**src/include/cache_aq_macros.svh**
```systemverilog
`ifndef CACHE_AQ_MACROS_SVH
`define CACHE_AQ_MACROS_SVH

// physical line address of one bank
`define AQ_ADDR_W 15

// data per bank, the byte mask uses one bit per data bit
`define AQ_DATA_W 32

// queue geometry
`define AQ_DEPTH 8
`define AQ_PTR_W 3

`endif

```
**src/cache_aq_pkg.sv**
```systemverilog
`default_nettype none

`include "cache_aq_macros.svh"

package cache_aq_pkg;

    localparam int AQ_AUX_W     = 2 * `AQ_DATA_W;
    localparam int AQ_PTCINFO_W = AQ_AUX_W - 7 - 8; // whatever is left after ptcid and qslot

    // protection view of the aux word, rd and sw entries
    typedef struct packed {
        logic [6:0]              ptcid;
        logic [7:0]              qslot;
        logic [AQ_PTCINFO_W-1:0] ptcinfo;
    } aq_ptc_t;

    // mask view of the aux word, wb and bus entries
    typedef struct packed {
        logic [`AQ_DATA_W-1:0] mask_e;
        logic [`AQ_DATA_W-1:0] mask_o;
    } aq_mask_t;

    typedef union packed {
        aq_ptc_t  ptc;
        aq_mask_t mask;
    } aq_aux_u;

    typedef struct packed {
        logic                  valid_e;
        logic                  valid_o;
        logic [`AQ_ADDR_W-1:0] paddr_e;
        logic [`AQ_ADDR_W-1:0] paddr_o;
        logic [`AQ_DATA_W-1:0] data_e;
        logic [`AQ_DATA_W-1:0] data_o;
        logic [1:0]            size_e;
        logic [1:0]            size_o;
        aq_aux_u               aux;
        logic                  odd_is_greater;
        logic                  need_p1;
        logic [2:0]            one_size;
        logic                  pcd;
    } aq_req_t;

    typedef enum logic [2:0] {
        AQ_SRC_NONE = 3'd0,
        AQ_SRC_RD   = 3'd1,
        AQ_SRC_SW   = 3'd2,
        AQ_SRC_WB   = 3'd3,
        AQ_SRC_BUS  = 3'd4
    } aq_src_e;

endpackage

`default_nettype wire

```
**src/aq_arbiter.sv**
```systemverilog
`timescale 1ns/10ps
`default_nettype none

module aq_arbiter import cache_aq_pkg::*; (
    input  wire logic read_i,
    input  wire logic bus_isempty_i,
    input  wire logic rd_empty_i,
    input  wire logic sw_empty_i,
    input  wire logic wb_empty_i,
    output aq_src_e   src_o,
    output logic      rd_pop_o,
    output logic      sw_pop_o,
    output logic      wb_pop_o,
    output logic      aq_isempty_o
);

    // fixed priority, bus over wb over sw over rd
    always_comb begin
        if (!bus_isempty_i) begin
            src_o = AQ_SRC_BUS;
        end else if (!wb_empty_i) begin
            src_o = AQ_SRC_WB;
        end else if (!sw_empty_i) begin
            src_o = AQ_SRC_SW;
        end else if (!rd_empty_i) begin
            src_o = AQ_SRC_RD;
        end else begin
            src_o = AQ_SRC_NONE;
        end
    end

    // bus buffer pops itself, so no strobe for AQ_SRC_BUS
    assign wb_pop_o = read_i && (src_o == AQ_SRC_WB);
    assign sw_pop_o = read_i && (src_o == AQ_SRC_SW);
    assign rd_pop_o = read_i && (src_o == AQ_SRC_RD);

    assign aq_isempty_o = bus_isempty_i && wb_empty_i && sw_empty_i && rd_empty_i;

endmodule

`default_nettype wire

```
**src/aq_fifo.sv**
```systemverilog
`timescale 1ns/10ps
`default_nettype none

`include "cache_aq_macros.svh"

module aq_fifo import cache_aq_pkg::*; (
    input  wire logic    clk_i,
    input  wire logic    arst_n_i,
    input  wire logic    clr_i,
    input  wire logic    push_i,
    input  wire logic    pop_i,
    input  wire aq_req_t req_i,
    output aq_req_t      head_o,
    output logic         empty_o,
    output logic         full_o
);

    localparam int CNT_W = `AQ_PTR_W + 1;

    aq_req_t mem_q [`AQ_DEPTH];

    logic [`AQ_PTR_W-1:0] wr_ptr_q;
    logic [`AQ_PTR_W-1:0] rd_ptr_q;
    logic [CNT_W-1:0]     cnt_q;
    logic                 push_ok;
    logic                 pop_ok;

    assign empty_o = (cnt_q == '0);
    assign full_o  = (cnt_q == CNT_W'(`AQ_DEPTH));

    assign push_ok = push_i && !full_o && !clr_i; // dropped when full
    assign pop_ok  = pop_i && !empty_o && !clr_i;

    // first word fallthrough
    assign head_o = mem_q[rd_ptr_q];

    always_ff @(posedge clk_i) begin
        if (push_ok) begin
            mem_q[wr_ptr_q] <= req_i;
        end
    end

    always_ff @(posedge clk_i or negedge arst_n_i) begin
        if (!arst_n_i) begin
            wr_ptr_q <= '0;
            rd_ptr_q <= '0;
            cnt_q    <= '0;
        end else if (clr_i) begin
            wr_ptr_q <= '0;
            rd_ptr_q <= '0;
            cnt_q    <= '0;
        end else begin
            if (push_ok) begin
                wr_ptr_q <= wr_ptr_q + 1'b1; // wraps at depth
            end
            if (pop_ok) begin
                rd_ptr_q <= rd_ptr_q + 1'b1;
            end
            unique case ({push_ok, pop_ok})
                2'b10:   cnt_q <= cnt_q + 1'b1;
                2'b01:   cnt_q <= cnt_q - 1'b1;
                default: cnt_q <= cnt_q; // both or neither
            endcase
        end
    end

endmodule

`default_nettype wire

```
**src/aq_req_mux.sv**
```systemverilog
`timescale 1ns/10ps
`default_nettype none

module aq_req_mux import cache_aq_pkg::*; (
    input  wire aq_src_e src_i,
    input  wire aq_req_t rd_head_i,
    input  wire aq_req_t sw_head_i,
    input  wire aq_req_t wb_head_i,
    input  wire aq_req_t bus_req_i,
    output aq_req_t      req_o
);

    aq_req_t bus_fill;

    // fill entries write whole lines
    always_comb begin
        bus_fill               = '0;
        bus_fill.valid_e       = bus_req_i.valid_e;
        bus_fill.valid_o       = bus_req_i.valid_o;
        bus_fill.paddr_e       = bus_req_i.paddr_e;
        bus_fill.paddr_o       = bus_req_i.paddr_o;
        bus_fill.data_e        = bus_req_i.data_e;
        bus_fill.data_o        = bus_req_i.data_o;
        bus_fill.aux.mask      = '1; // all bytes written
        bus_fill.pcd           = bus_req_i.pcd;
    end

    always_comb begin
        unique case (src_i)
            AQ_SRC_BUS: req_o = bus_fill;
            AQ_SRC_WB:  req_o = wb_head_i;
            AQ_SRC_SW:  req_o = sw_head_i;
            AQ_SRC_RD:  req_o = rd_head_i;
            default:    req_o = '0; // nothing granted, valids low
        endcase
    end

endmodule

`default_nettype wire

```
**src/cache_aq_sys.sv**
```systemverilog
`timescale 1ns/10ps
`default_nettype none

module cache_aq_sys import cache_aq_pkg::*; (
    input  wire logic    clk_i,
    input  wire logic    arst_n_i,
    input  wire logic    rdsw_clr_i,
    input  wire logic    wb_clr_i,
    input  wire aq_req_t rd_req_i,
    input  wire aq_req_t sw_req_i,
    input  wire aq_req_t wb_req_i,
    input  wire logic    rd_write_i,
    input  wire logic    sw_write_i,
    input  wire logic    wb_write_i,
    input  wire aq_req_t bus_req_i,
    input  wire logic    bus_isempty_i,
    input  wire logic    read_i,
    output aq_req_t      req_o,
    output aq_src_e      src_o,
    output logic         aq_isempty_o,
    output logic         rdaq_isfull_o,
    output logic         swaq_isfull_o,
    output logic         wbaq_isfull_o
);

    aq_req_t rd_head;
    aq_req_t sw_head;
    aq_req_t wb_head;
    logic    rd_empty;
    logic    sw_empty;
    logic    wb_empty;
    logic    rd_pop;
    logic    sw_pop;
    logic    wb_pop;

    aq_fifo u_rdaq (
        .clk_i    (clk_i),
        .arst_n_i (arst_n_i),
        .clr_i    (rdsw_clr_i),
        .push_i   (rd_write_i),
        .pop_i    (rd_pop),
        .req_i    (rd_req_i),
        .head_o   (rd_head),
        .empty_o  (rd_empty),
        .full_o   (rdaq_isfull_o)
    );

    aq_fifo u_swaq (
        .clk_i    (clk_i),
        .arst_n_i (arst_n_i),
        .clr_i    (rdsw_clr_i), // shared flush with rd
        .push_i   (sw_write_i),
        .pop_i    (sw_pop),
        .req_i    (sw_req_i),
        .head_o   (sw_head),
        .empty_o  (sw_empty),
        .full_o   (swaq_isfull_o)
    );

    aq_fifo u_wbaq (
        .clk_i    (clk_i),
        .arst_n_i (arst_n_i),
        .clr_i    (wb_clr_i),
        .push_i   (wb_write_i),
        .pop_i    (wb_pop),
        .req_i    (wb_req_i),
        .head_o   (wb_head),
        .empty_o  (wb_empty),
        .full_o   (wbaq_isfull_o)
    );

    aq_arbiter u_arbiter (
        .read_i        (read_i),
        .bus_isempty_i (bus_isempty_i),
        .rd_empty_i    (rd_empty),
        .sw_empty_i    (sw_empty),
        .wb_empty_i    (wb_empty),
        .src_o         (src_o),
        .rd_pop_o      (rd_pop),
        .sw_pop_o      (sw_pop),
        .wb_pop_o      (wb_pop),
        .aq_isempty_o  (aq_isempty_o)
    );

    aq_req_mux u_req_mux (
        .src_i     (src_o),
        .rd_head_i (rd_head),
        .sw_head_i (sw_head),
        .wb_head_i (wb_head),
        .bus_req_i (bus_req_i),
        .req_o     (req_o)
    );

endmodule

`default_nettype wire

```
**config.mk**
```make
export PLATFORM = sky130hd
export DESIGN_NAME = cache_aq_sys
export DESIGN_NICKNAME = d
export VERILOG_FILES = /design/src/cache_aq_pkg.sv /design/src/aq_arbiter.sv /design/src/aq_fifo.sv /design/src/aq_req_mux.sv /design/src/cache_aq_sys.sv
export VERILOG_INCLUDE_DIRS = /design/src /design/src/include
export SDC_FILE = /design/constraint.sdc
export NUM_CORES = 2
export LEC_CHECK = 0
export BUFFER_PORTS_ARGS = -buffer_cell sky130_fd_sc_hd__buf_4
export CAP_MARGIN = 5
export CORE_MARGIN = 10
export CORE_UTILIZATION = 61
export DETAILED_ROUTE_END_ITERATION = 12
export HOLD_SLACK_MARGIN = 0.05
export PLACE_DENSITY = 0.81
export SETUP_SLACK_MARGIN = 0.3
export SYNTH_ARGS = -nofsm -noshare
export SYNTH_HDL_FRONTEND = slang
export SYNTH_SLANG_ARGS = --single-unit
```
**constraint.sdc**
```tcl
create_clock -name clk_i -period 18.15 [get_ports clk_i]
set_clock_uncertainty 0.2 [all_clocks]
set_input_delay 0 -clock clk_i [delete_from_list [all_inputs] [get_ports clk_i]]
set_output_delay 0 -clock clk_i [all_outputs]
set_load 0.02 [all_outputs]
```
==> summary.txt <==
Die
  • Top Ports: 866
  • Die W: 527 um
  • Die height: 527 um
  • Die footprint: 278000 um2
  • Core area: 256000 um2
  • Cell Rows: 186
  • Starting Density: 0.613

Timing
  • Fin crit share: 0.374
  • Fin. max-slew vios: 0
  • RSZ-0062 raised after global routing: false
  • Achievable Freq: 147 MHz
  • Setup ws final: 11.37 ns
  • Setup TNS: 0 ns
  • Hold Vio Cnt, Final: 0
  • Fin crit period: 6.78 ns
  • Worst Tran Pin Value: 1.32 ns
  • Final setup fails: 0
  • Worst relative slew slack: 0.118

Synth
  • Top_reg_cell synth: edfxtp_1
  • Syn Area/Cell: 22.6 um2
  • Syn_nets: 7649
  • Area contributors post-synth: edfxtp_1, mux4_2, mux2i_1
  • Seq/Total Area, Yosys: 0.785
  • Post-synthesis cell area: 157000 um2
  • Yosys top cell by area: edfxtp_1
  • Synth cell types: 50
  • Synth Register Bits: 4110
  • Most frequent cells after synthesis: edfxtp_1, mux2i_1, mux4_2, clkbuf_1, buf_2
  • Synth top area share: 0.780
  • Number of synthesized flops with an enable pin: 4080
  • Synth Instances: 6945
  • Async SR Flop Fraction: 0.00730
  • Most common cell in the netlist: edfxtp_1
  • Synth Warn #: 0

Global routing
  • Number of global-route vias before repair: 90300
  • Largest net degree at the start of global routing: 146
  • GRT overflow: 0
  • First-pass GRT wire length: 647 mm
  • Antenna violations before repair: 160
  • GRT Util Overall: 0.320

Setup path
  • Critical path fanouts, max: 65
  • Worst Path Arrival: 6.58 ns
  • CP Capture Type: primary output
  • Worst setup path class: register to primary output
  • Req. time, crit path: 17.95 ns
  • CP Launch Type: register

Routing
  • Routed WL: 464 mm
  • Vias: 89000
  • ANT nets after route: 0
  • DR WL/cell: 36.2 um
  • # DRC: 0
  • DRT iter0 DRCs: 14000
  • DR vias/cell: 6.95
  • First-pass DRT Iterations: 6

Layout
  • P&R area growth vs syn: 21.4%
  • Final instance area: 191000 um2
  • Final #Nets: 9623
  • Fraction of layout cells with a size suffix above 1: 0.250
  • Finished Core Util: 0.744
  • Fillers: 13000

Power
  • Leakage power: 60.0 nW
  • Pwr dens: 109 nW/um2
  • Maximum vdd drop: 0.113 mV
  • Tot Pwr: 0.0209 W

Clock tree
  • CTS Root Cell: clkbuf_16
  • Clk sink count: 4110
  • Clock buffer depth: 4
  • CTS tree: yes
  • # resized after CTS: 0
  • Total CTS buffers: 400
  • Worst-skew pair later-pin latency: 0.97 ns
  • Setup bufs post-CTS: 0
  • CTS H-Tree Depth: 5
  • Worst-path clk slew: 0.07 ns

Placement
  • Placed inst area: 167000 um2
  • DP Wirelength: 230 mm
  • I/O Buffers: 792
  • Place WS: 12.68 ns
  • Gpl congestion: 0.805

Hold path
  • Hold WC Path Type: input port to register

Run status
  • Outcome: finished clean

Job
  • MaxCap Viol Count: 0
## report_power, final
part	leakage, nW	internal [W]	total [W]	switching, W
clock network	6.28	0.00469	0.00836	0.00367
logic	16.5	0.000758	0.00184	0.00108
registers	37.2	0.0106	0.0107	0.0000684
## sequential cells by signal (all words and copies together), names as in the netlist, 4 cells and up
signal and cells:
u_rdaq.cnt_q 4, u_swaq.mem_q 1360, u_rdaq.mem_q 1360, u_swaq.cnt_q 4, u_wbaq.cnt_q 4, u_wbaq.mem_q 1360
## area by class of cell
class | instances | area (um2) | share of cell area
well taps | 3384 | 4230 | 0.0222
multi-input cells | 2421 | 32300 | 0.169
clock buffers | 475 | 10400 | 0.0546
diodes | 161 | 403 | 0.00211
clock inverters | 256 | 2450 | 0.0128
inverters | 10 | 40.0 | 0.000210
repair buffers | 1976 | 17600 | 0.0925
flip-flops and latches | 4110 | 123000 | 0.646
## critical path, cell delays in order (launching register included)
cell and delay [ns]:
dfrtp_4 1.08, buf_4 0.89, buf_4 0.97, buf_4 0.97
mux2i_1 0.24, a22o_1 0.29, a221oi_1 0.39, a221o_1 0.27
buf_4 0.17
## path summary, 6_finish.rpt
check                                                     from                              to  slack, ns  cells after the start
min in group asynchronous                             arst_n_i     u_rdaq.cnt_q[1]$_DFFE_PN0P_       0.37                      5
worst min register to register  u_rdaq.wr_ptr_q[0]$_DFFE_PN0P_  u_rdaq.wr_ptr_q[0]$_DFFE_PN0P_       0.44                      2
worst max-delay path            u_wbaq.rd_ptr_q[1]$_DFFE_PN0P_                      req_o[104]      11.37                      8
max in group asynchronous                             arst_n_i  u_wbaq.wr_ptr_q[1]$_DFFE_PN0P_      17.15                      5
worst min-delay path                                  wb_clr_i     u_wbaq.cnt_q[3]$_DFFE_PN0P_       0.12                      5
worst max register to register     u_wbaq.cnt_q[0]$_DFFE_PN0P_  u_wbaq.mem_q[4][167]$_DFFE_PP_      13.01                      7
## metrics by stage
stage | instances | hold slack (ns)
4_1_cts | 12600 | 0.0620
3_3_place_gp | 10900 | -0.247
6_report | 12800 | 0.116
5_1_grt | 12700 | 0.119
2_1_floorplan | 6945 | -0.496
3_5_place_dp | 10900 | -0.241
## timing repair
item	4_1_cts	5_1_grt
setup endpoints to repair	0	0
hold endpoints to repair	4460	0
hold buffers	1042	0
## cells in the final DEF, fill, tap and decap left out, drive strengths merged, types with 10 or more instances in the layout
master,netlist,layout
clkbuf,213,475
ha,12,12
a221o,97,97
a21oi,13,13
mux2i,862,862
clkinv,0,195
mux4,762,762
o221ai,73,73
a22o,97,97
a22oi,137,137
xor2,10,10
diode,0,161
nand2b,14,14
dlygate4sd3,0,1041
nand3,14,14
nor3,15,15
inv,10,17
a221oi,97,97
dfrtp,30,30
nor2,43,43
o22ai,97,97
nand2,15,15
buf,191,935
bufinv,0,41
clkinvlp,0,13
edfxtp,4080,4080
## logic make-up (layout without fill, tap and decap cells)
| group | count (synthesis) | in the layout | share of synthesized area |
|---|---|---|---|
| flip-flops | 4110 | 4110 | 0.785 |
| XOR/XNOR | 16 | 16 | 0.000892 |
| multiplexers | 1630 | 1630 | 0.165 |
| other | 0 | 161 | 0 |
| adder cells (fa/ha/maj) | 15 | 15 | 0.00134 |
| AO/OA/AOI/OAI | 629 | 629 | 0.0329 |
| AND/OR/NAND/NOR | 131 | 131 | 0.00439 |
| buffers and inverters | 414 | 2717 | 0.0112 |
## metal layers
layer,wire (um),global-route usage
met5,503,0
met4,28900,0.165
met3,53900,0.0794
met2,227000,0.518
met1,153000,0.406
Power figures use the tool's default switching activity.
